[src/logic/core_pkg.sv]
package core_pkg;

    localparam int xlen = 32;

    typedef logic [xlen-1:0] word_t;
    typedef logic [31:0] instr_t;
    typedef logic [4:0] reg_sel_t;

    // First fetch address after reset and register clearing
    localparam word_t reset_pc = 32'h0000_0000;

    // Major opcodes of the supported subset
    localparam logic [6:0] op_op = 7'b0110011;
    localparam logic [6:0] op_imm = 7'b0010011;
    localparam logic [6:0] op_lui = 7'b0110111;
    localparam logic [6:0] op_branch = 7'b1100011;
    localparam logic [6:0] op_jal = 7'b1101111;

    // funct3 values for the ALU and branch groups
    localparam logic [2:0] f3_add_sub = 3'b000;
    localparam logic [2:0] f3_xor = 3'b100;
    localparam logic [2:0] f3_or = 3'b110;
    localparam logic [2:0] f3_and = 3'b111;
    localparam logic [2:0] f3_beq = 3'b000;
    localparam logic [2:0] f3_bne = 3'b001;

    // funct7 that turns ADD into SUB
    localparam logic [6:0] f7_sub = 7'b0100000;

    typedef enum logic [2:0] {
        alu_add,
        alu_sub,
        alu_and,
        alu_or,
        alu_xor,
        alu_pass_b
    } alu_op_t;

endpackage

[src/logic/ifetch.sv]
module ifetch import core_pkg::*; (
    input  logic   clk,
    input  logic   rst,
    input  logic   flush,
    input  word_t  redirect_pc,
    input  logic   decode_stall,
    input  instr_t imem_data,
    output logic   imem_en,
    output word_t  imem_addr,
    output logic   fetch_valid,
    output instr_t instr,
    output word_t  instr_addr
);

    word_t  fetch_addr;
    logic   pending;
    word_t  pending_addr;
    logic   hold_valid;
    instr_t hold_instr;
    word_t  hold_addr;
    logic   accept;
    logic   issue;

    // A word is visible either straight from the memory or from the holding register,
    // never from both at once
    assign fetch_valid = pending || hold_valid;
    assign instr = hold_valid ? hold_instr : imem_data;
    assign instr_addr = hold_valid ? hold_addr : pending_addr;
    assign accept = fetch_valid && !decode_stall;

    // Only fetch when the visible slot is empty or leaving this cycle
    assign issue = !flush && (!fetch_valid || accept);
    assign imem_en = issue;
    assign imem_addr = fetch_addr;

    always_ff @(posedge clk) begin
        if (rst) begin
            pending <= 1'b0;
            hold_valid <= 1'b0;
            fetch_addr <= reset_pc;
        end else if (flush) begin
            pending <= 1'b0;
            hold_valid <= 1'b0;
            fetch_addr <= redirect_pc;
        end else begin
            pending <= issue;
            if (issue) begin
                fetch_addr <= fetch_addr + 32'd4;
            end
            if (pending && !accept) begin
                hold_valid <= 1'b1;
            end else if (accept) begin
                hold_valid <= 1'b0;
            end
        end
    end

    // The returned word only needs parking when decode does not take it right away
    always_ff @(posedge clk) begin
        if (issue) begin
            pending_addr <= fetch_addr;
        end
        if (pending && !accept) begin
            hold_instr <= imem_data;
            hold_addr <= pending_addr;
        end
    end

endmodule

[src/logic/decode.sv]
module decode import core_pkg::*; (
    input  logic     clk,
    input  logic     rst,
    input  logic     flush,
    input  logic     fetch_valid,
    input  instr_t   instr,
    input  word_t    instr_addr,
    output logic     decode_stall,
    output reg_sel_t rs1_sel,
    output reg_sel_t rs2_sel,
    input  word_t    rs1_data,
    input  word_t    rs2_data,
    input  logic     exec_valid,
    input  logic     exec_wen,
    input  reg_sel_t exec_rd,
    input  word_t    exec_result,
    input  logic     wb_wen,
    input  reg_sel_t wb_rd,
    input  word_t    wb_data,
    output logic     dec_valid,
    output alu_op_t  dec_op,
    output word_t    dec_a,
    output word_t    dec_b,
    output reg_sel_t dec_rd,
    output logic     dec_wen,
    output logic     dec_is_branch,
    output logic     dec_branch_ne,
    output logic     dec_is_jal,
    output word_t    dec_cmp_b,
    output word_t    dec_target,
    output word_t    dec_addr
);

    logic [6:0] opcode;
    logic [2:0] funct3;
    logic [6:0] funct7;
    reg_sel_t   rd;
    word_t      i_imm, u_imm, b_imm, j_imm;
    word_t      rs1_fwd, rs2_fwd;
    logic       uses_rs1, uses_rs2;
    alu_op_t    nxt_op;
    word_t      nxt_a, nxt_b, nxt_target;
    logic       nxt_wen, nxt_branch, nxt_jal;

    assign opcode = instr[6:0];
    assign rd = instr[11:7];
    assign funct3 = instr[14:12];
    assign rs1_sel = instr[19:15];
    assign rs2_sel = instr[24:20];
    assign funct7 = instr[31:25];

    assign i_imm = {{20{instr[31]}}, instr[31:20]};
    assign u_imm = {instr[31:12], 12'b0};
    assign b_imm = {{20{instr[31]}}, instr[7], instr[30:25], instr[11:8], 1'b0};
    assign j_imm = {{12{instr[31]}}, instr[19:12], instr[20], instr[30:21], 1'b0};

    assign uses_rs1 = (opcode == op_op) || (opcode == op_imm) || (opcode == op_branch);
    assign uses_rs2 = (opcode == op_op) || (opcode == op_branch);

    // Pick the youngest copy of a source; exec is newer than writeback
    function automatic word_t bypass(reg_sel_t sel, word_t rf_data);
        if (sel != '0 && exec_valid && exec_wen && exec_rd == sel)
            return exec_result;
        if (sel != '0 && wb_wen && wb_rd == sel)
            return wb_data;
        return rf_data;
    endfunction

    always_comb begin
        rs1_fwd = bypass(rs1_sel, rs1_data);
        rs2_fwd = bypass(rs2_sel, rs2_data);
    end

    // The producer sitting in our own output register has no result yet
    assign decode_stall = fetch_valid && dec_valid && dec_wen && dec_rd != '0 &&
                          ((uses_rs1 && rs1_sel == dec_rd) || (uses_rs2 && rs2_sel == dec_rd));

    always_comb begin
        nxt_op = alu_add;
        nxt_a = rs1_fwd;
        nxt_b = rs2_fwd;
        nxt_wen = 1'b0;
        nxt_branch = 1'b0;
        nxt_jal = 1'b0;
        nxt_target = instr_addr + b_imm;
        case (opcode)
            op_op, op_imm: begin
                nxt_wen = 1'b1;
                if (opcode == op_imm)
                    nxt_b = i_imm;
                case (funct3)
                    f3_xor: nxt_op = alu_xor;
                    f3_or: nxt_op = alu_or;
                    f3_and: nxt_op = alu_and;
                    default: nxt_op = (opcode == op_op && funct7 == f7_sub) ? alu_sub : alu_add;
                endcase
            end
            op_lui: begin
                nxt_wen = 1'b1;
                nxt_b = u_imm;
                nxt_op = alu_pass_b;
            end
            op_branch: begin
                nxt_branch = (funct3 == f3_beq) || (funct3 == f3_bne);
            end
            op_jal: begin
                // Link value is produced by the ALU as address plus 4
                nxt_wen = 1'b1;
                nxt_jal = 1'b1;
                nxt_a = instr_addr;
                nxt_b = 32'd4;
                nxt_target = instr_addr + j_imm;
            end
            default: ;
        endcase
    end

    always_ff @(posedge clk) begin
        if (rst || flush) begin
            dec_valid <= 1'b0;
        end else begin
            dec_valid <= fetch_valid && !decode_stall;
        end
    end

    always_ff @(posedge clk) begin
        dec_op <= nxt_op;
        dec_a <= nxt_a;
        dec_b <= nxt_b;
        dec_rd <= rd;
        dec_wen <= nxt_wen;
        dec_is_branch <= nxt_branch;
        dec_branch_ne <= (funct3 == f3_bne);
        dec_is_jal <= nxt_jal;
        dec_cmp_b <= rs2_fwd;
        dec_target <= nxt_target;
        dec_addr <= instr_addr;
    end

endmodule

[src/logic/exec.sv]
module exec import core_pkg::*; (
    input  logic     clk,
    input  logic     rst,
    input  logic     dec_valid,
    input  alu_op_t  dec_op,
    input  word_t    dec_a,
    input  word_t    dec_b,
    input  reg_sel_t dec_rd,
    input  logic     dec_wen,
    input  logic     dec_is_branch,
    input  logic     dec_branch_ne,
    input  logic     dec_is_jal,
    input  word_t    dec_cmp_b,
    input  word_t    dec_target,
    input  word_t    dec_addr,
    output logic     exec_valid,
    output reg_sel_t exec_rd,
    output logic     exec_wen,
    output word_t    exec_result,
    output word_t    exec_next_pc,
    output logic     redirect,
    output word_t    redirect_pc
);

    word_t alu_out;
    word_t seq_pc;
    word_t next_pc;
    logic  taken;
    logic  take_input;

    always_comb begin
        case (dec_op)
            alu_sub: alu_out = dec_a - dec_b;
            alu_and: alu_out = dec_a & dec_b;
            alu_or: alu_out = dec_a | dec_b;
            alu_xor: alu_out = dec_a ^ dec_b;
            alu_pass_b: alu_out = dec_b;
            default: alu_out = dec_a + dec_b;
        endcase
    end

    // BNE is the inverse of the BEQ compare
    assign taken = dec_is_jal || (dec_is_branch && ((dec_a == dec_cmp_b) ^ dec_branch_ne));
    assign seq_pc = dec_addr + 32'd4;
    assign next_pc = taken ? dec_target : seq_pc;

    // Whatever decode holds while a redirect is out is on the wrong path
    assign take_input = dec_valid && !redirect;

    always_ff @(posedge clk) begin
        if (rst) begin
            exec_valid <= 1'b0;
            redirect <= 1'b0;
        end else begin
            exec_valid <= take_input;
            redirect <= take_input && taken && (dec_target != seq_pc);
        end
    end

    always_ff @(posedge clk) begin
        exec_rd <= dec_rd;
        exec_wen <= dec_wen;
        exec_result <= alu_out;
        exec_next_pc <= next_pc;
    end

    assign redirect_pc = exec_next_pc;

endmodule

[src/logic/writeback.sv]
module writeback import core_pkg::*; (
    input  logic     clk,
    input  logic     rst,
    input  logic     exec_valid,
    input  reg_sel_t exec_rd,
    input  logic     exec_wen,
    input  word_t    exec_result,
    input  word_t    exec_next_pc,
    output logic     wb_wen,
    output reg_sel_t wb_rd,
    output word_t    wb_data,
    output word_t    reg_pc
);

    always_ff @(posedge clk) begin
        if (rst) begin
            wb_wen <= 1'b0;
            reg_pc <= reset_pc;
        end else begin
            wb_wen <= exec_valid && exec_wen;
            // Committed PC follows every retired instruction
            if (exec_valid)
                reg_pc <= exec_next_pc;
        end
    end

    always_ff @(posedge clk) begin
        wb_rd <= exec_rd;
        wb_data <= exec_result;
    end

endmodule

[src/logic/int_regfile.sv]
module int_regfile import core_pkg::*; (
    input  logic     clk,
    input  logic     wen,
    input  reg_sel_t wsel,
    input  word_t    wdata,
    input  reg_sel_t read1_sel,
    input  reg_sel_t read2_sel,
    input  reg_sel_t read3_sel,
    output word_t    read1_data,
    output word_t    read2_data,
    output word_t    read3_data
);

    word_t regs [32];

    // x0 is hardwired, so its storage is never looked at
    assign read1_data = (read1_sel == '0) ? '0 : regs[read1_sel];
    assign read2_data = (read2_sel == '0) ? '0 : regs[read2_sel];
    assign read3_data = (read3_sel == '0) ? '0 : regs[read3_sel];

    always_ff @(posedge clk) begin
        if (wen)
            regs[wsel] <= wdata;
    end

endmodule

[src/logic/core.sv]
module core import core_pkg::*; (
    input  logic     clk,
    input  logic     rst,
    input  instr_t   imem_data,
    input  reg_sel_t reg_read_sel,
    output logic     imem_en,
    output word_t    imem_addr,
    output word_t    reg_read_data,
    output word_t    reg_pc
);

    reg_sel_t clear_sel;
    logic     clearing;

    logic     fetch_valid, decode_stall;
    instr_t   instr;
    word_t    instr_addr;

    reg_sel_t rs1_sel, rs2_sel;
    word_t    rs1_data, rs2_data;

    logic     dec_valid, dec_wen, dec_is_branch, dec_branch_ne, dec_is_jal;
    alu_op_t  dec_op;
    word_t    dec_a, dec_b, dec_cmp_b, dec_target, dec_addr;
    reg_sel_t dec_rd;

    logic     exec_valid, exec_wen, redirect;
    reg_sel_t exec_rd;
    word_t    exec_result, exec_next_pc, redirect_pc;

    logic     wb_wen;
    reg_sel_t wb_rd;
    word_t    wb_data;

    // Walk x31 down to x1 after reset, writing zero into each
    always_ff @(posedge clk) begin
        if (rst) begin
            clear_sel <= 5'd31;
            clearing <= 1'b1;
        end else if (clearing) begin
            clear_sel <= clear_sel - 5'd1;
            if (clear_sel == 5'd1)
                clearing <= 1'b0;
        end
    end

    // Fetch sits in flush while clearing and comes out of it pointing at reset_pc
    ifetch ifetch_i (
        .clk, .rst,
        .flush(clearing || redirect),
        .redirect_pc(clearing ? reset_pc : redirect_pc),
        .decode_stall, .imem_data, .imem_en, .imem_addr,
        .fetch_valid, .instr, .instr_addr
    );

    decode decode_i (
        .clk, .rst,
        .flush(redirect),
        .fetch_valid, .instr, .instr_addr, .decode_stall,
        .rs1_sel, .rs2_sel, .rs1_data, .rs2_data,
        .exec_valid, .exec_wen, .exec_rd, .exec_result,
        .wb_wen, .wb_rd, .wb_data,
        .dec_valid, .dec_op, .dec_a, .dec_b, .dec_rd, .dec_wen,
        .dec_is_branch, .dec_branch_ne, .dec_is_jal,
        .dec_cmp_b, .dec_target, .dec_addr
    );

    exec exec_i (
        .clk, .rst,
        .dec_valid, .dec_op, .dec_a, .dec_b, .dec_rd, .dec_wen,
        .dec_is_branch, .dec_branch_ne, .dec_is_jal,
        .dec_cmp_b, .dec_target, .dec_addr,
        .exec_valid, .exec_rd, .exec_wen, .exec_result, .exec_next_pc,
        .redirect, .redirect_pc
    );

    writeback writeback_i (
        .clk, .rst,
        .exec_valid, .exec_rd, .exec_wen, .exec_result, .exec_next_pc,
        .wb_wen, .wb_rd, .wb_data, .reg_pc
    );

    int_regfile regs_i (
        .clk,
        .wen(clearing || wb_wen),
        .wsel(clearing ? clear_sel : wb_rd),
        .wdata(clearing ? '0 : wb_data),
        .read1_sel(rs1_sel),
        .read2_sel(rs2_sel),
        .read3_sel(reg_read_sel),
        .read1_data(rs1_data),
        .read2_data(rs2_data),
        .read3_data(reg_read_data)
    );

endmodule

[config.mk]
export PLATFORM = sky130hd
export DESIGN_NAME = core
export DESIGN_NICKNAME = d
export VERILOG_FILES = /design/src/logic/core_pkg.sv /design/src/logic/ifetch.sv /design/src/logic/decode.sv /design/src/logic/exec.sv /design/src/logic/writeback.sv /design/src/logic/int_regfile.sv /design/src/logic/core.sv
export SDC_FILE = /design/constraint.sdc
export NUM_CORES = 2
export LEC_CHECK = 0
export BUFFER_PORTS_ARGS = -buffer_cell sky130_fd_sc_hd__buf_2
export CAP_MARGIN = 20
export CORE_MARGIN = 2
export CORE_UTILIZATION = 38
export DETAILED_ROUTE_END_ITERATION = 8
export GPL_ROUTABILITY_DRIVEN = 0
export PLACE_DENSITY = 0.5
export SETUP_SLACK_MARGIN = 0.1
export SYNTH_ARGS = -nofsm -noshare
export SYNTH_HDL_FRONTEND = slang
export SYNTH_SLANG_ARGS = --single-unit
[constraint.sdc]
create_clock -name clk -period 7.8 [get_ports clk]
set_clock_uncertainty 0.05 [all_clocks]
set_input_delay 0.78 -clock clk [delete_from_list [all_inputs] [get_ports clk]]
set_output_delay 0.78 -clock clk [all_outputs]
set_load 0.02 [all_outputs]
==> results.rst <==
.. list-table::
   :header-rows: 1

   * - Metric
     - Value
   * - Grt met1 use
     - 36.62%
   * - Synth Cell Area
     - 78180 sq um
   * - Layout cell share with drive strength beyond 1
     - 27.91%
   * - Total wire length
     - 292200 um
   * - Final Critical Period
     - 5.714 ns
   * - Hold Path Stages
     - 1
   * - GRT Total Usage
     - 27.63%
   * - Area enclosed by the die boundary
     - 209400 sq um
   * - Met2 usage in global routing
     - 44.20%
   * - Clock tree sinks
     - 1474
   * - Clock buffers created by TritonCTS
     - 170
   * - Peak-usage layer in the global routing report
     - met2
   * - Static leakage
     - 30.13 nW
   * - Register with the highest flop count
     - regs_i.regs
   * - Data required time of the critical path
     - 8.47 ns
   * - Slowest cell on crit path
     - sky130_fd_sc_hd__dfxtp_4
   * - Number of instances in the synthesized netlist
     - 5447
   * - Wire length of the first global-routing pass
     - 408500 um
   * - Global-route congestion overflow total
     - 0
   * - Number of hold violations in the final report
     - 0
   * - Number of maximum-capacitance constraint violations
     - 0
   * - Mean number of vias per cell
     - 6.360
   * - Cells after DPL
     - 8007
   * - Async set or reset register ratio after synthesis
     - 0%
   * - Critical path buffer and inverter count
     - 1
   * - Row cnt
     - 166
   * - Design Area, Final
     - 88600 sq um
   * - I/O Pins
     - 136
   * - Fin util
     - 43.31%
   * - Number of enable-type register cells in the synthesized netlist
     - 1120
   * - CTS root buffer
     - sky130_fd_sc_hd__clkbuf_16
   * - Instance area at placement
     - 82420 sq um
   * - Upper clock frequency limit
     - 175.0 MHz
   * - Antenna violations before repair
     - 16
   * - Area overhead of the layout relative to synthesis
     - 13.32%
   * - Worst reg-to-reg path cell count
     - 17
   * - Worst path setup slack after routing
     - 2.086 ns
   * - Total Power Consumption
     - 19.48 mW
   * - Crit Reg-Reg Startpoint
     - ifetch_i.hold_valid
   * - First-iteration detailed-routing DRC count
     - 6613
   * - Worst path most repeated cell
     - sky130_fd_sc_hd__a21oi_1
   * - Setup fix buffers added after clock tree synthesis
     - 0
   * - H-tree level count
     - 4
   * - Number of non-filler instances in the completed layout
     - 8355
   * - Warning count from the yosys run
     - 0
   * - Stage delay of the slowest cell on the critical path
     - 0.89 ns
   * - Number of port buffers
     - 135
   * - Die width
     - 457.6 um
   * - Path type of the worst setup path
     - register to register
   * - Grt met3 use
     - 5.071%
   * - Hold crit path type
     - input port to register
   * - # hold bufs at CTS
     - 0
   * - Core Footprint
     - 204600 sq um
   * - Iteration count of the initial detailed-routing pass
     - 6
   * - PD cells
     - 219.9 nW/um^2
   * - Category of the worst setup path capture point
     - register
   * - Number of antenna-violating nets in the routed design
     - 0
   * - Register-to-register path setup slack
     - 2.09 ns
   * - Most used flip-flop cell after synthesis
     - sky130_fd_sc_hd__edfxtp_1
   * - CP Max Fanout
     - 44
   * - Via count of the first global-routing pass
     - 52.21k
   * - Reg-to-Reg End
     - decode_i.dec_target[31]
   * - Pin count of the biggest net entering global routing
     - 121
   * - Gates resized, CTS repair
     - 0
   * - Crit path launch type
     - register
   * - RSZ-0062 raised after global routing
     - false
   * - Hold_ws
     - 0.08564 ns
   * - Die height
     - 457.6 um
   * - Worst-Skew Late Latency
     - 0.85 ns
   * - CTS clk-pin slew, worst paths
     - 0.06 ns
   * - #FFs+latches synth
     - 1474
   * - Routed wire per std cell
     - 34.98 um
   * - Chain of cells forming the critical path
     - nand2_1, and2_1, or2_0, or3b_4, inv_1, nor2_1, a21oi_1, ha_1, a211oi_1, o21a_1, nor3_1, nor3_1, a21oi_1, o41a_1, a221oi_1, a21oi_1, xnor2_1
   * - Seq/Total Area, Yosys
     - 52.08%
   * - Vias after detailed routing
     - 53.14k
   * - Pin slew with the least headroom to its limit
     - 1.168 ns
   * - Number of nets in the layout
     - 5686
   * - Longest Clk Path Bufs
     - 3
   * - Initial Util
     - 38.22%
   * - Flip-flop count of the largest register after layout
     - 1024
   * - Period utilization
     - 73.26%
   * - Slew Viols, Final
     - 0
   * - Largest vdd supply drop
     - 0.2540 mV
   * - Fill cells
     - 18.33k
   * - Worst hold start
     - imem_data[30]
   * - Number of setup violations in the final report
     - 0
   * - Count of distinct cell types in the synthesized netlist
     - 79
   * - Sink of the worst hold path
     - ifetch_i.hold_instr[30]
   * - DP Worst Slack
     - 2.193 ns
   * - Slew margin rel.
     - 22.14%
   * - Nets in the synthesized netlist
     - 5618
   * - Post-synthesis area per instance
     - 14.35 sq um
   * - CP top delay family
     - simple AND/OR/NAND/NOR gates
   * - Data arrival, critical path
     - 6.38 ns
   * - Clock tree from TritonCTS
     - done
   * - Post-route setup TNS
     - 0 ns
   * - Status
     - finished, final reports clean
   * - Remaining routing DRC violations
     - 0
   * - Detailed placement HPWL
     - 177000 um
how the worst max path moves through the flow:
stage                        start                       to  slack (ns)  depth (start not counted)
6_report       ifetch_i.hold_valid  decode_i.dec_target[31]        2.09                         17
5_1_grt        ifetch_i.hold_valid  decode_i.dec_target[31]        1.68                         17
4_1_cts        ifetch_i.hold_valid                  imem_en        2.09                          8
3_5_place_dp   ifetch_i.hold_valid  decode_i.dec_target[31]        2.19                         17
3_3_place_gp   ifetch_i.hold_valid  decode_i.dec_target[29]        2.22                         17
2_1_floorplan        imem_data[22]    ifetch_i.hold_addr[0]        2.47                          7
metal layers:
layer / share of wire (%) / up-vias
li1: - / 21892
met1: 39 / 27874
met2: 47 / 2732
met3: 8.7 / 630
met4: 5.0 / 10
met5: 0.023 / -
final cells by class:
cell class | count | area [sq um] | area share [%]
clock buffers | 234 | 4825 | 5.445
diodes | 5 | 12.51 | 0.01412
flip-flops and latches | 1474 | 40730 | 45.97
inverters | 96 | 360.3 | 0.4067
well taps | 2688 | 3363 | 3.796
multi-input cells | 3480 | 35980 | 40.61
clock inverters | 85 | 989.7 | 1.117
repair buffers | 293 | 2341 | 2.642
cell usage in the layout (no fill, tap or decap), types with 67 or more instances in the layout:
cell,instances
sky130_fd_sc_hd__ha_1,130
sky130_fd_sc_hd__mux4_2,840
sky130_fd_sc_hd__clkbuf_16,178
sky130_fd_sc_hd__a21oi_1,174
sky130_fd_sc_hd__nand3_1,208
sky130_fd_sc_hd__xnor2_1,168
sky130_fd_sc_hd__nand2_1,622
sky130_fd_sc_hd__edfxtp_1,1120
sky130_fd_sc_hd__nor2_1,237
sky130_fd_sc_hd__inv_1,96
sky130_fd_sc_hd__buf_4,114
sky130_fd_sc_hd__mux2i_1,96
sky130_fd_sc_hd__o21ai_0,136
sky130_fd_sc_hd__buf_2,130
sky130_fd_sc_hd__mux2_2,67
sky130_fd_sc_hd__a311oi_1,68
sky130_fd_sc_hd__dfxtp_1,351
sky130_fd_sc_hd__and3_1,88
power breakdown:
group | internal (mW) | switching (mW) | leakage, nW | total [mW]
Combinational | 0.870 | 1.32 | 13.7 | 2.19
Sequential | 8.66 | 0.295 | 13.6 | 8.95
Clock | 4.92 | 3.42 | 2.84 | 8.34
cell usage after synthesis (88+ instances only):
cell type                  count  share of area [%]
sky130_fd_sc_hd__clkbuf_1    239                1.1
sky130_fd_sc_hd__ha_1        130                2.1
sky130_fd_sc_hd__inv_1        96               0.46
sky130_fd_sc_hd__xnor2_1     168                1.9
sky130_fd_sc_hd__nand2_1     622                3.0
sky130_fd_sc_hd__and3_1       88               0.70
sky130_fd_sc_hd__edfxtp_1   1120                 43
sky130_fd_sc_hd__nand3_1     209                1.3
sky130_fd_sc_hd__mux4_2      840                 24
sky130_fd_sc_hd__a21oi_1     176                1.1
sky130_fd_sc_hd__mux2i_1     100                1.3
sky130_fd_sc_hd__nor2_1      278                1.3
sky130_fd_sc_hd__dfxtp_1     354                9.1
sky130_fd_sc_hd__o21ai_0     136               0.87
cells by family after synthesis:
| group | after synthesis | synth area share [%] |
|---|---|---|
| buffers and inverters | 493 | 2.673 |
| xor gates and xnor gates | 215 | 2.408 |
| and+or+nand+nor | 1413 | 8.142 |
| adders and majority gates | 132 | 2.132 |
| AOI/OAI and AO/OA | 699 | 5.904 |
| muxes | 1021 | 26.66 |
| DFF | 1474 | 52.08 |
Power figures use the tool's default switching activity.
